`src/rx_params.svh`:
```
`ifndef RX_PARAMS_SVH
`define RX_PARAMS_SVH

// Packet FIFO depth is 2**RX_FIFO_AW entries
`define RX_FIFO_AW 5

// CRC-16 preset at the start of each packet
`define RX_CRC_SEED 16'hFFFF

`endif

```
`src/serdes_codes_pkg.sv`:
```
package serdes_codes_pkg;

   // 8b/10b control characters, used with the K flag set
   localparam logic [7:0] K_COMMA     = 8'b101_11100;  // K28.5
   localparam logic [7:0] K_IDLE      = 8'b001_11100;  // K28.1
   localparam logic [7:0] K_PKT_START = 8'b110_11100;  // K28.6
   localparam logic [7:0] K_PKT_END   = 8'b100_11100;  // K28.4
   localparam logic [7:0] K_XON       = 8'b010_11100;  // K28.2
   localparam logic [7:0] K_XOFF      = 8'b011_11100;  // K28.3
   localparam logic [7:0] K_ERROR     = 8'b000_00000;  // K0.0, sent when the far end sees errors
   localparam logic [7:0] D_56        = 8'b110_00101;  // D5.6, paired with the comma

   // Byte view for control character matching
   typedef struct packed {
      logic       k_msb;
      logic       k_lsb;
      logic [7:0] hi;
      logic [7:0] lo;
   } serdes_pair_t;

   // Half-line view for payload and CRC
   typedef struct packed {
      logic        k_msb;
      logic        k_lsb;
      logic [15:0] data;
   } serdes_half_t;

   typedef union packed {
      serdes_pair_t pair;
      serdes_half_t half;
   } serdes_word_u;

endpackage

```
`src/rx_buf_pkg.sv`:
```
package rx_buf_pkg;

   // One FIFO entry, flags above the line
   typedef struct packed {
      logic        error;
      logic        sop;
      logic        eop;
      logic [31:0] line;
   } rx_entry_t;

   typedef enum logic [2:0] {
      IDLE,
      FIRST_LO,
      FIRST_HI,
      PKT_LO,     // Last line still held here until the next word decides
      PKT_HI,
      CRC_CHECK,
      ERROR,
      DONE
   } framer_state_e;

endpackage

```
`src/rx_line_if.sv`:
```
interface rx_line_if;
   import rx_buf_pkg::*;

   rx_entry_t entry;
   logic      write;
   logic      full;

   // Framer side
   modport writer (
      output entry,
      output write,
      input  full
   );

   // FIFO side
   modport store (
      input  entry,
      input  write,
      output full
   );

endinterface

```
`src/rx_lane_align.sv`:
```
module rx_lane_align (
   input  logic                           ser_rx_clk,
   input  logic                           rst_rxclk,
   input  logic [15:0]                    ser_r_i,
   input  logic                           ser_rklsb_i,
   input  logic                           ser_rkmsb_i,
   output serdes_codes_pkg::serdes_word_u word_o,
   output logic                           sop_seen_o,
   output logic                           wait_o,
   output logic                           xon_rcvd_o,
   output logic                           xoff_rcvd_o,
   output logic                           link_up_o
);
   import serdes_codes_pkg::*;

   localparam logic [17:0] START_PAIR = {2'b11, K_PKT_START, K_PKT_START};
   localparam logic [17:0] COMMA_WORD = {2'b10, K_COMMA, D_56};
   localparam logic [17:0] XON_PAIR   = {2'b11, K_XON, K_XON};
   localparam logic [17:0] XOFF_PAIR  = {2'b11, K_XOFF, K_XOFF};
   localparam logic [17:0] ERR_PAIR   = {2'b11, K_ERROR, K_ERROR};

   serdes_word_u even_w;
   serdes_word_u odd_w;
   serdes_word_u chosen_w;
   logic [7:0]   hold_byte;    // High byte of the previous word
   logic         hold_k;
   logic         odd_q;        // Phase of the last start pair
   logic         odd_nxt;
   logic         start_even;
   logic         start_odd;
   logic         is_wait;
   logic         link_ok;
   logic [1:0]   link_hist;

   always_comb
   begin
      even_w     = {ser_rkmsb_i, ser_rklsb_i, ser_r_i};
      odd_w      = {ser_rklsb_i, hold_k, ser_r_i[7:0], hold_byte};  // Straddles two words
      start_even = (even_w.pair == START_PAIR);
      start_odd  = (odd_w.pair == START_PAIR);
      odd_nxt    = start_even ? 1'b0 : (start_odd ? 1'b1 : odd_q);
      chosen_w   = odd_nxt ? odd_w : even_w;
      // Far end is flow controlled or asking us to pause
      is_wait    = (chosen_w.pair == COMMA_WORD) || (chosen_w.pair == XON_PAIR) ||
                   (chosen_w.pair == XOFF_PAIR);
      link_ok    = (even_w.pair != ERR_PAIR);
   end

   always_ff @(posedge ser_rx_clk)
   begin
      if (rst_rxclk)
      begin
         hold_byte   <= 8'h00;
         hold_k      <= 1'b0;
         odd_q       <= 1'b0;
         sop_seen_o  <= 1'b0;
         wait_o      <= 1'b0;
         xon_rcvd_o  <= 1'b0;
         xoff_rcvd_o <= 1'b0;
         link_hist   <= 2'b00;
         link_up_o   <= 1'b0;
      end
      else
      begin
         hold_byte   <= even_w.pair.hi;
         hold_k      <= even_w.pair.k_msb;
         odd_q       <= odd_nxt;
         sop_seen_o  <= start_even | start_odd;
         wait_o      <= is_wait;
         // Either byte lane may carry the character
         xon_rcvd_o  <= (even_w.pair.k_msb && even_w.pair.hi == K_XON) ||
                        (even_w.pair.k_lsb && even_w.pair.lo == K_XON);
         xoff_rcvd_o <= (even_w.pair.k_msb && even_w.pair.hi == K_XOFF) ||
                        (even_w.pair.k_lsb && even_w.pair.lo == K_XOFF);
         link_hist   <= {link_hist[0], link_ok};
         link_up_o   <= link_ok & (&link_hist);  // Three good words in a row
      end
   end

   always_ff @(posedge ser_rx_clk)
   begin
      word_o <= chosen_w;
   end

endmodule

```
`src/rx_framer.sv`:
```
`include "rx_params.svh"

module rx_framer (
   input  logic                           ser_rx_clk,
   input  logic                           rst_rxclk,
   input  serdes_codes_pkg::serdes_word_u word_i,
   input  logic                           sop_seen_i,
   input  logic                           wait_i,
   rx_line_if.writer                      line_if
);
   import serdes_codes_pkg::*;
   import rx_buf_pkg::*;

   localparam logic [17:0] END_PAIR = {2'b11, K_PKT_END, K_PKT_END};
   localparam logic [15:0] CRC_POLY = 16'h1021;  // CCITT

   framer_state_e state;
   logic [15:0]   half_q;     // Low half waiting for its partner
   logic [31:0]   line_q;
   logic          sop_q;
   logic          eop_q;
   logic          err_q;
   logic          wr_q;
   logic [15:0]   crc_q;
   logic [15:0]   crc_nxt;
   logic          is_data;
   logic          is_end;

   // One 16-bit half folded in, MSB first
   function automatic logic [15:0] crc16_step(input logic [15:0] crc, input logic [15:0] din);
      logic [15:0] c;
      logic        fb;
      c = crc;
      for (int i = 15; i >= 0; i--)
      begin
         fb = c[15] ^ din[i];
         c  = {c[14:0], 1'b0} ^ (fb ? CRC_POLY : 16'h0000);
      end
      return c;
   endfunction

   assign is_data = ~word_i.half.k_msb & ~word_i.half.k_lsb;
   assign is_end  = (word_i.pair == END_PAIR);
   assign crc_nxt = crc16_step(crc_q, word_i.half.data);

   assign line_if.write = wr_q;
   assign line_if.entry = {err_q, sop_q, eop_q, line_q};

   always_ff @(posedge ser_rx_clk)
   begin
      if (rst_rxclk)
      begin
         state <= IDLE;
         sop_q <= 1'b0;
         eop_q <= 1'b0;
         err_q <= 1'b0;
         wr_q  <= 1'b0;
      end
      else
      begin
         wr_q  <= 1'b0;
         eop_q <= 1'b0;
         err_q <= 1'b0;
         if (wr_q)
            sop_q <= 1'b0;  // First line is out
         case (state)
            IDLE:
               if (sop_seen_i)
               begin
                  sop_q <= 1'b1;
                  state <= FIRST_LO;
               end
            FIRST_LO, PKT_HI, FIRST_HI:
               if (is_data)
                  state <= (state == FIRST_LO) ? FIRST_HI : PKT_LO;
               else if (!wait_i)
                  state <= ERROR;
            PKT_LO:
               if (is_data)
               begin
                  // Held line is not the last one, so write it now
                  if (line_if.full)
                     state <= ERROR;
                  else
                  begin
                     wr_q  <= 1'b1;
                     state <= PKT_HI;
                  end
               end
               else if (is_end)
                  state <= CRC_CHECK;
               else if (!wait_i)
                  state <= ERROR;
            CRC_CHECK:
               if (is_data && word_i.half.data == crc_q && !line_if.full)
               begin
                  wr_q  <= 1'b1;   // Held line goes out as eop
                  eop_q <= 1'b1;
                  state <= DONE;
               end
               else if (!wait_i)
                  state <= ERROR;
            ERROR:
               if (!line_if.full)
               begin
                  wr_q  <= 1'b1;
                  err_q <= 1'b1;
                  state <= IDLE;
               end
            DONE:
               state <= IDLE;
            default:
               state <= IDLE;
         endcase
      end
   end

   // Line assembly
   always_ff @(posedge ser_rx_clk)
   begin
      if (is_data && (state == FIRST_LO || state == PKT_LO))
         half_q <= word_i.half.data;
      if (is_data && (state == FIRST_HI || state == PKT_HI))
         line_q <= {word_i.half.data, half_q};
   end

   // Running CRC, the CRC word itself is compared before it is folded in
   always_ff @(posedge ser_rx_clk)
   begin
      if (rst_rxclk || state == IDLE)
         crc_q <= `RX_CRC_SEED;
      else if (is_data)
         crc_q <= crc_nxt;
   end

endmodule

```
`src/rx_pkt_fifo.sv`:
```
`include "rx_params.svh"

module rx_pkt_fifo #(
   parameter int AW = `RX_FIFO_AW
) (
   input  logic                  ser_rx_clk,
   input  logic                  rst_rxclk,
   rx_line_if.store              line_if,
   input  logic                  read_i,
   output rx_buf_pkg::rx_entry_t head_o,
   output logic                  empty_o,
   output logic [15:0]           space_o
);
   import rx_buf_pkg::*;

   localparam int DEPTH = 1 << AW;

   rx_entry_t   mem [DEPTH];
   logic [AW:0] wr_ptr;        // Extra bit tells full from empty
   logic [AW:0] rd_ptr;
   logic [AW:0] used;
   logic        do_wr;
   logic        do_rd;

   assign used         = wr_ptr - rd_ptr;
   assign empty_o      = (used == '0);
   assign line_if.full = used[AW];
   assign space_o      = 16'(DEPTH) - 16'(used);
   assign head_o       = mem[rd_ptr[AW-1:0]];
   assign do_wr        = line_if.write & ~line_if.full;
   assign do_rd        = read_i & ~empty_o;

   always_ff @(posedge ser_rx_clk)
   begin
      if (rst_rxclk)
      begin
         wr_ptr <= '0;
         rd_ptr <= '0;
      end
      else
      begin
         if (do_wr)
            wr_ptr <= wr_ptr + 1'b1;
         if (do_rd)
            rd_ptr <= rd_ptr + 1'b1;
      end
   end

   always_ff @(posedge ser_rx_clk)
   begin
      if (do_wr)
         mem[wr_ptr[AW-1:0]] <= line_if.entry;
   end

endmodule

```
`src/rx_pkt_drain.sv`:
```
module rx_pkt_drain (
   input  logic                  ser_rx_clk,
   input  logic                  rst_rxclk,
   input  rx_buf_pkg::rx_entry_t head_i,
   input  logic                  empty_i,
   input  logic                  wr_ready_i,
   input  logic                  wr_full_i,
   output logic                  read_o,
   output logic [31:0]           wr_dat_o,
   output logic                  wr_write_o,
   output logic                  wr_done_o,
   output logic                  wr_error_o
);
   logic xfer_q;   // Packet in progress towards the buffer

   always_ff @(posedge ser_rx_clk)
   begin
      if (rst_rxclk)
         xfer_q <= 1'b0;
      else if (xfer_q && !empty_i && (head_i.eop || head_i.error || wr_full_i))
         xfer_q <= 1'b0;
      else if (wr_ready_i && head_i.sop && !empty_i)
         xfer_q <= 1'b1;
   end

   assign read_o     = (xfer_q | ~head_i.sop) & ~empty_i;  // Stray lines just drop
   assign wr_write_o = xfer_q & ~empty_i;
   assign wr_done_o  = xfer_q & ~empty_i & head_i.eop;
   assign wr_error_o = xfer_q & ~empty_i & head_i.error;
   assign wr_dat_o   = head_i.line;

endmodule

```
`src/serdes_rx.sv`:
```
`include "rx_params.svh"

module serdes_rx (
   input  logic        ser_rx_clk,
   input  logic        rst_rxclk,
   input  logic [15:0] ser_r_i,
   input  logic        ser_rklsb_i,
   input  logic        ser_rkmsb_i,
   output logic [31:0] wr_dat_o,
   output logic        wr_write_o,
   output logic        wr_done_o,
   output logic        wr_error_o,
   input  logic        wr_ready_i,
   input  logic        wr_full_i,
   output logic [15:0] fifo_space_o,
   output logic        xon_rcvd_o,
   output logic        xoff_rcvd_o,
   output logic        link_up_o
);
   import serdes_codes_pkg::*;
   import rx_buf_pkg::*;

   serdes_word_u word;
   logic         sop_seen;
   logic         wait_word;
   rx_entry_t    head;
   logic         empty;
   logic         read;

   rx_line_if line_if ();

   rx_lane_align rx_lane_align_inst (
      .ser_rx_clk  (ser_rx_clk),
      .rst_rxclk   (rst_rxclk),
      .ser_r_i     (ser_r_i),
      .ser_rklsb_i (ser_rklsb_i),
      .ser_rkmsb_i (ser_rkmsb_i),
      .word_o      (word),
      .sop_seen_o  (sop_seen),
      .wait_o      (wait_word),
      .xon_rcvd_o  (xon_rcvd_o),
      .xoff_rcvd_o (xoff_rcvd_o),
      .link_up_o   (link_up_o)
   );

   rx_framer rx_framer_inst (
      .ser_rx_clk (ser_rx_clk),
      .rst_rxclk  (rst_rxclk),
      .word_i     (word),
      .sop_seen_i (sop_seen),
      .wait_i     (wait_word),
      .line_if    (line_if.writer)
   );

   rx_pkt_fifo #(.AW(`RX_FIFO_AW)) rx_pkt_fifo_inst (
      .ser_rx_clk (ser_rx_clk),
      .rst_rxclk  (rst_rxclk),
      .line_if    (line_if.store),
      .read_i     (read),
      .head_o     (head),
      .empty_o    (empty),
      .space_o    (fifo_space_o)
   );

   rx_pkt_drain rx_pkt_drain_inst (
      .ser_rx_clk (ser_rx_clk),
      .rst_rxclk  (rst_rxclk),
      .head_i     (head),
      .empty_i    (empty),
      .wr_ready_i (wr_ready_i),
      .wr_full_i  (wr_full_i),
      .read_o     (read),
      .wr_dat_o   (wr_dat_o),
      .wr_write_o (wr_write_o),
      .wr_done_o  (wr_done_o),
      .wr_error_o (wr_error_o)
   );

endmodule

```
`config.mk`:
```
export PLATFORM = sky130hd
export DESIGN_NAME = serdes_rx
export DESIGN_NICKNAME = d
export VERILOG_FILES = /design/src/serdes_codes_pkg.sv /design/src/rx_buf_pkg.sv /design/src/rx_line_if.sv /design/src/rx_lane_align.sv /design/src/rx_framer.sv /design/src/rx_pkt_fifo.sv /design/src/rx_pkt_drain.sv /design/src/serdes_rx.sv
export VERILOG_INCLUDE_DIRS = /design/src
export SDC_FILE = /design/constraint.sdc
export NUM_CORES = 1
export LEC_CHECK = 0
export BUFFER_PORTS_ARGS = -buffer_cell sky130_fd_sc_hd__buf_2
export CORE_MARGIN = 2
export CORE_UTILIZATION = 45
export CTS_BUF_LIST = sky130_fd_sc_hd__clkbuf_4 sky130_fd_sc_hd__clkbuf_8
export CTS_CLUSTER_DIAMETER = 150
export CTS_CLUSTER_SIZE = 28
export DETAILED_ROUTE_END_ITERATION = 10
export GPL_ROUTABILITY_DRIVEN = 0
export PLACE_DENSITY = 0.58
export SLEW_MARGIN = 5
export SYNTH_ARGS = -nofsm -noshare
export SYNTH_HDL_FRONTEND = slang
export SYNTH_SLANG_ARGS = --single-unit
export TNS_END_PERCENT = 30
```
`constraint.sdc`:
```
create_clock -name ser_rx_clk -period 7.5 [get_ports ser_rx_clk]
set_input_delay 1.125 -clock ser_rx_clk [delete_from_list [all_inputs] [get_ports ser_rx_clk]]
set_output_delay 1.125 -clock ser_rx_clk [all_outputs]
set_load 0.03 [all_outputs]
```
==> results.yml, run 1 <==
outcome:
  status: "finished, final reports clean"
power:
  switchingPower_mw: 4.12
  seq_power_share_pct: 57.0
  power_density_nw_per_um2: 281
  finalPower_mw: 14.4
  ir_worst_vdd_mv: 0.353
  clkPwrFrac_pct: 18.5
  swShare_pct: 28.7
  cellLeakagePower_nw: 15.1
  p_int_mw: 10.3
  comb_power_share_pct: 24.5
logic_synthesis:
  synth_top_family_by_area: "multiplexers"
  ys_seq_elements: 1244
  synthXorXnorAreaFrac_pct: 1.27
  synth_ff_type: "edfxtp_1"
  yosys.area_share.simple_pct: 2.27
  muxShareOfSynthArea_pct: 17.7
  yosysSeqAreaShare_pct: 76.3
  ys_types: 65
  ys_warn_count: 0
  synth_edf_count: 1168
  syn_inst: 2138
  synth_compound_area_share_pct: 1.03
  syn_nets: 2172
  synth_area_um2: 48000
  async_flop_share_pct: 0
  synth_fa_ha_area_share_pct: 0.329
  avgSynthCellArea_um2: 22.4
job:
  drv_cap: 0
timing:
  finalClockSkew_ns: 0.0453
  worst_hold_slack_ns: 0.433
  tightest_slew_ns: 1.19
  rsz0062_at_grt: "no"
  setup_violations: 0
  tns_ns: 0
  drv_slew: 0
  setup_slack_ns: 2.21
  min_period_over_period_pct: 70.5
  hold_viol_final: 0
  min_period_ns: 5.29
  clock.fmax_mhz: 189
  worst_slew_margin_rel_pct: 20.9
grt:
  grt.overflow.total: 0
  grt_use_total_pct: 20.8
  grt_max_degree: 137
  grt_pass1_vias: 22201
  grt_pass1_wl_mm: 162
  antenna_found_initial: 4
floorplan:
  core_area_um2: 106000
  die_area_um2: 109000
  die_x_um: 331
  die_y_um: 331
  rows: 119
  io_pins: 76
  start_util_pct: 45.5
worst_hold_path:
  min_path_cells: 2
  hold_path_class: "register to register"
  worstHoldEndpoint: "rx_lane_align_inst.link_up_o"
  min_from: "rx_lane_align_inst.link_hist[1]"
routing:
  drc: 0
  vias: 21967
  ant_nets: 0
  wirelength_mm: 113
  drt_iter0_drc: 2523
  wl_per_cell_um: 31.2
  routed_via_density: 6.08
  drtPass1Iterations: 5
critical_path:
  critical_path_class: "register to output pin"
  cpMostUsedCell: "mux4_2"
  cp_cell_sequence: "buf_4 > mux4_2 > mux4_2 > mux2_2 > buf_2"
  path_delay_family: "multiplexers"
  r2r_start: "rx_pkt_fifo_inst.rd_ptr[1]"
  cp-start-kind: "register"
  cp_num_buf_inv: 2
  cp.arrival_ns: 4.16
  r2r_end: "rx_pkt_fifo_inst.mem[28][6]"
  r2r_slack_ns: 2.90
  critPathSlowestCell: "dfxtp_4"
  crit_required_ns: 6.38
  cp-end-kind: "output pin"
  reg2reg_depth: 9
  cpPeakStageDelay_ns: 1.01
  path_max_fanout: 57
final_layout:
  layout_common_cells: "edfxtp_1 (1168), mux4_2 (346), buf_2 (75)"
  fin_nets: 2235
  final_common_cell: "edfxtp_1"
  area_growth_pct: 6.56
  drive_above_1_share_pct: 29.2
  finish.instance_area_um2: 51100
clock_network:
  cts_buffers: 50
  clkSlewWorstSetupHoldPaths_ns: 0.17
  cts-resized-gates: 0
  htree_levels: 2
  cts_tree: "built"
  cts_hold_buf: 0
  clk_latency_ns: 0.76
  clock_path_buffers: 3
  cts_root_buf: "clkbuf_8"
  clock-sinks: 1244
  cts_setup_buffers: 0
place:
  dp_hpwl_mm: 59.6
  io_buffers: 75
  post-place-ws_ns: 2.94
  place_area_um2: 50300
==> worst reg2reg max path, stage by stage, from the launching register on <==
cell	delay [ns]
dfxtp_1	0.44
inv_1	0.11
ha_1	0.30
nor2b_1	0.14
o21ai_0	0.27
a211oi_1	0.20
a2111oi_4	0.60
nand2_1	0.63
nor2_4	0.94
buf_4	0.58
==> stage by stage <==
stage	std cells	utilization, %
detailed placement	3540	47.6
CTS	3613	48.4
floorplan	2138	-
global placement	3540	47.6
global route	3614	48.4
finish	3614	48.4
==> worst max-delay path by stage <==
stage	depth (start not counted)	endpoint
detailed placement	5	wr_dat_o[3]
CTS	5	wr_dat_o[3]
floorplan	8	rx_pkt_fifo_inst.mem[30][0]
global route	5	wr_dat_o[3]
global placement	5	wr_dat_o[3]
finish	5	wr_dat_o[5]
==> synthesized netlist by cell type (all sizes together) (2+ instances only) <==
library cell  number  area share (%)
o211ai            11            0.17
nand2             38            0.30
nor4b              4           0.073
xnor2             44            0.88
a2111oi            2           0.076
or2                5           0.065
and2               4           0.052
o41ai              3           0.055
and4b              2           0.042
ha                11            0.29
or3                7           0.091
mux2              50             1.2
nor4               6            0.11
buf               66            0.70
dfxtp             76             3.2
o21ai             22            0.24
mux2i             12            0.25
nand4b             5           0.091
xor2              18            0.34
or4                2           0.031
a211o              2           0.037
nor3              12            0.14
a21o               2           0.031
nand4             11            0.14
nand3b             3           0.047
clkbuf            45            0.35
edfxtp          1168              73
nor2              69            0.54
nor2b             17            0.22
inv               17            0.13
nand2b             4           0.052
nand3             17            0.18
a21oi             15            0.17
mux4             346              16
a211oi             4           0.063
==> power by group through the flow <==
stage,clock network (mW),registers (mW),logic [mW]
final,2.66,8.19,3.53
after global routing,2.95,8.24,3.76
after CTS,2.74,8.20,3.59
after detailed placement,0,8.36,3.57
after global placement,0,8.33,3.57
after floorplan,0,8.08,2.92
==> layer usage <==
metal / global-route usage (%) / share of wire, % / vias to the layer above
met2: 34.1 / 49 / 747
met4: 3.76 / 1.5 / 0
met3: 2.59 / 6.1 / 101
met1: 30.7 / 43 / 12167
li1: - / - / 8952
met5: 0 / 0 / -
==> area by class of cell <==
cell class	instances	area, µm²
Antenna cell	1	2.50
Clock buffer	71	852
Clock inverter	2	23.8
Fill cell	8422	54400
Inverter	17	63.8
Multi-Input combinational cell	766	11100
Sequential cell	1244	36600
Tap cell	1391	1740
Timing Repair Buffer	122	778
==> cell families after synthesis <==
logic type | after synthesis
AND/OR/NAND/NOR | 211
adder cells (fa/ha/maj) | 12
AO/OA/AOI/OAI | 72
flip-flops | 1244
XOR/XNOR | 63
buffers and inverters | 128
multiplexers | 408
==> flip-flops by register name (all words and copies together), names as in the netlist, 2 cells and up, named ones only <==
signal and count:
rx_pkt_fifo_inst.mem 1120, rx_framer_inst.line_q 32, rx_lane_align_inst.word_o 18, rx_framer_inst.crc_q 16
rx_framer_inst.half_q 16, rx_lane_align_inst.hold_byte 8, rx_pkt_fifo_inst.rd_ptr 6, rx_pkt_fifo_inst.wr_ptr 6
rx_framer_inst.state 3, rx_lane_align_inst.link_hist 2
Note: power is estimated with default switching activity, not from simulation.
==> run 2: changes to the inputs <==
ABC_AREA = 1   (was default)
clock period = 5.24 ns   (was 7.5 ns; I/O delays follow)
==> run 2 against run 1 <==
Compared with the run above:
- cell count rose by 42%
- non-clock buffer count rose by 58
- design area rose by 2.6%
- register-to-register slack got worse by 1.5 ns
- power rose by 45%
- clock skew fell by 0.0017 ns
- combinational power rose by 61%
- global-route usage rose by 3.5 points
- routed wire length rose by 22%
- sequential power rose by 38%
- synthesized cell count rose by 74%
- core utilization fell by 0.18 points
- critical path type unchanged
- largest cell class unchanged
==> results.yml, run 2 <==
critical_path:
  cp_cell_sequence: "inv_8 > buf_4 > o21ai_0 > o221ai_1 > nand3_1 > a32oi_1 > buf_2"
  r2r_start: "rx_pkt_fifo_inst.rd_ptr[2]"
  reg2reg_depth: 10
  cp-end-kind: "output pin"
  critical_path_class: "register to output pin"
  cp_num_buf_inv: 3
  r2r_slack_ns: 1.37
  path_max_fanout: 148
  critPathSlowestCell: "inv_8"
  cpPeakStageDelay_ns: 0.66
  cp.arrival_ns: 4.01
  r2r_end: "rx_pkt_fifo_inst.mem[17][34]"
  crit_required_ns: 4.45
  path_delay_family: "buffers and inverters"
  cp-start-kind: "register"
final_layout:
  multiInputGateArea_um2: 11400
  final_common_cell: "edfxtp_1"
  fillers: 9465
  fin_nets: 3717
  layout_common_cells: "edfxtp_1 (1168), nor2_1 (667), o21ai_0 (567)"
  drive_above_1_share_pct: 8.86
  regArea_um2: 36600
  finish.instance_area_um2: 52500
  area_growth_pct: 6.57
  largest_reg_flops: 1120
floorplan:
  core_area_um2: 109000
  io_pins: 76
  die_y_um: 335
  rows: 121
  die_x_um: 335
  start_util_pct: 45.3
  die_area_um2: 112000
timing:
  drv_slew: 0
  hold_viol_final: 0
  min_period_over_period_pct: 91.5
  worst_slew_margin_rel_pct: 16.9
  rsz0062_at_grt: "no"
  clock.fmax_mhz: 209
  setup_violations: 0
  tns_ns: 0
  finalClockSkew_ns: 0.0436
  min_period_ns: 4.80
  tightest_slew_ns: 1.25
logic_synthesis:
  avgSynthCellArea_um2: 13.3
  ys_warn_count: 0
  ys_types: 50
  synth_common_cells: "edfxtp_1 (1168), nor2_1 (697), o21ai_0 (567)"
  ys_seq_elements: 1244
  syn_inst: 3710
  ys_top_cells_by_area: "edfxtp_1 (71%), o21ai_0 (5.8%), nor2_1 (5.3%)"
  synth_top_area_share_pct: 71.2
  yosys.area.top_type: "edfxtp_1"
  synth_ff_type: "edfxtp_1"
  syn_nets: 3744
  synth_area_um2: 49200
  yosysMostFrequentCell: "edfxtp_1"
  yosysSeqAreaShare_pct: 74.3
  synth_edf_count: 1168
  async_flop_share_pct: 0
grt:
  grt_max_degree: 196
  grt_use_total_pct: 24.3
  grt_pass1_vias: 29556
  antenna_found_initial: 4
  grt.overflow.total: 0
  grt_pass1_wl_mm: 202
routing:
  drc: 0
  wirelength_mm: 137
  vias: 30961
  drt_iter0_drc: 3457
  wl_per_cell_um: 26.9
  routed_via_density: 6.05
  drtPass1Iterations: 8
  ant_nets: 0
clock_network:
  clkSlewWorstSetupHoldPaths_ns: 0.16
  htree_levels: 2
  cts_root_buf: "clkbuf_8"
  cts_hold_buf: 0
  cts_setup_buffers: 0
  clock_path_buffers: 3
  cts_tree: "built"
  cts-resized-gates: 0
  clock-sinks: 1244
  clk_latency_ns: 0.82
  cts_buffers: 50
power:
  seq_power_share_pct: 54.2
  finalPower_mw: 20.9
  switchingPower_mw: 7.20
  p_int_mw: 13.7
  clkPwrFrac_pct: 18.5
  swShare_pct: 34.5
  cellLeakagePower_nw: 16.6
  comb_power_share_pct: 27.3
  power_density_nw_per_um2: 398
  ir_worst_vdd_mv: 0.374
worst_hold_path:
  min_from: "ser_r_i[9]"
  hold_path_class: "input port to register"
  min_path_cells: 3
  worstHoldEndpoint: "rx_lane_align_inst.hold_byte[1]"
place:
  place_area_um2: 51600
  dp_hpwl_mm: 76.9
  io_buffers: 75
job:
  drv_cap: 0
outcome:
  status: "finished, final reports clean"
## run 2: cell count changes in the layout (fill, tap and decap cells not counted), moves of 28 or more
| cell | change |
|---|---|
| nand3_1 | +136 |
| o221ai_1 | +217 |
| a31oi_1 | +32 |
| o21ai_1 | +28 |
| nand2_1 | +142 |
| mux2_2 | -50 |
| inv_1 | +61 |
| a32oi_1 | +30 |
| o21ai_0 | +547 |
| nor2_1 | +629 |
| o22ai_1 | +55 |
| mux4_2 | -346 |
| buf_4 | +36 |
## run 2: worst max-delay path by stage
stage / start / to / slack, ns / cells after the start
after floorplan: rx_pkt_fifo_inst.rd_ptr[2] / rx_pkt_fifo_inst.mem[3][0] / 0.75 / 8
after global placement: register / wr_dat_o[12] / 1.19 / 7
after detailed placement: register / wr_dat_o[12] / 1.18 / 7
after CTS: register / wr_dat_o[12] / 0.25 / 7
after global routing: register / wr_dat_o[12] / 0.22 / 7
final: register / wr_dat_o[12] / 0.44 / 7
## run 2: cells by family (layout without fill, tap and decap cells)
logic type	after synthesis	after routing	synth area share (%)
buffers and inverters	345	338	3.02
other	0	2	0
adder cells (fa/ha/maj)	12	12	0.320
AND/OR/NAND/NOR	1080	1080	8.95
AO/OA/AOI/OAI	972	972	12.1
flip-flops	1244	1244	74.3
XOR/XNOR	57	57	1.27
## run 2: area by class of cell
type | count | area share (%)
well taps | 1414 | 3.37
diodes | 2 | 0.00954
inverters | 86 | 0.661
multi-input cells | 2121 | 21.7
repair buffers | 180 | 2.84
clock buffers | 67 | 1.55
clock inverters | 5 | 0.0835
flip-flops and latches | 1244 | 69.8
## run 2: layer usage
layer  vias up  share of wire (%)  track usage (%)
met2      1291                 47             39.1
met1     15761                 44             35.5
met4         0                2.8             6.74
met3       166                6.7             2.32
met5         -                  0                0
li1      13743                  -                -
## run 2: power by group through the flow
stage                     clock network, mW  logic (mW)  registers [mW]
after CTS                              3.95        5.72            11.3
after detailed placement                  0        5.71            11.5
after global placement                    0        5.68            11.5
after floorplan                           0        4.00            11.4
final                                  3.87        5.69            11.3
after global routing                   4.23        6.24            11.3
## run 2: through the flow
step | utilization [%] | instances | hold WS [ns] | worst slack [ns]
global route | 48.3 | 5118 | 0.184 | 0.219
finish | 48.3 | 5119 | 0.209 | 0.444
detailed placement | 47.5 | 5045 | 0.405 | 1.18
global placement | 47.5 | 5045 | 0.400 | 1.19
CTS | 48.3 | 5117 | 0.135 | 0.254
floorplan | - | 3710 | 0.400 | 0.755
## run 2: worst reg2reg max path, delay by kind of cell (launching register included)
family / cells / cell delay (ns)
AND/OR/NAND/NOR: 4 / 1.59
buffers and inverters: 2 / 0.60
flip-flops: 1 / 0.45
AO/OA/AOI/OAI: 2 / 0.38
adder cells (fa/ha/maj): 1 / 0.35
XOR/XNOR: 1 / 0.19
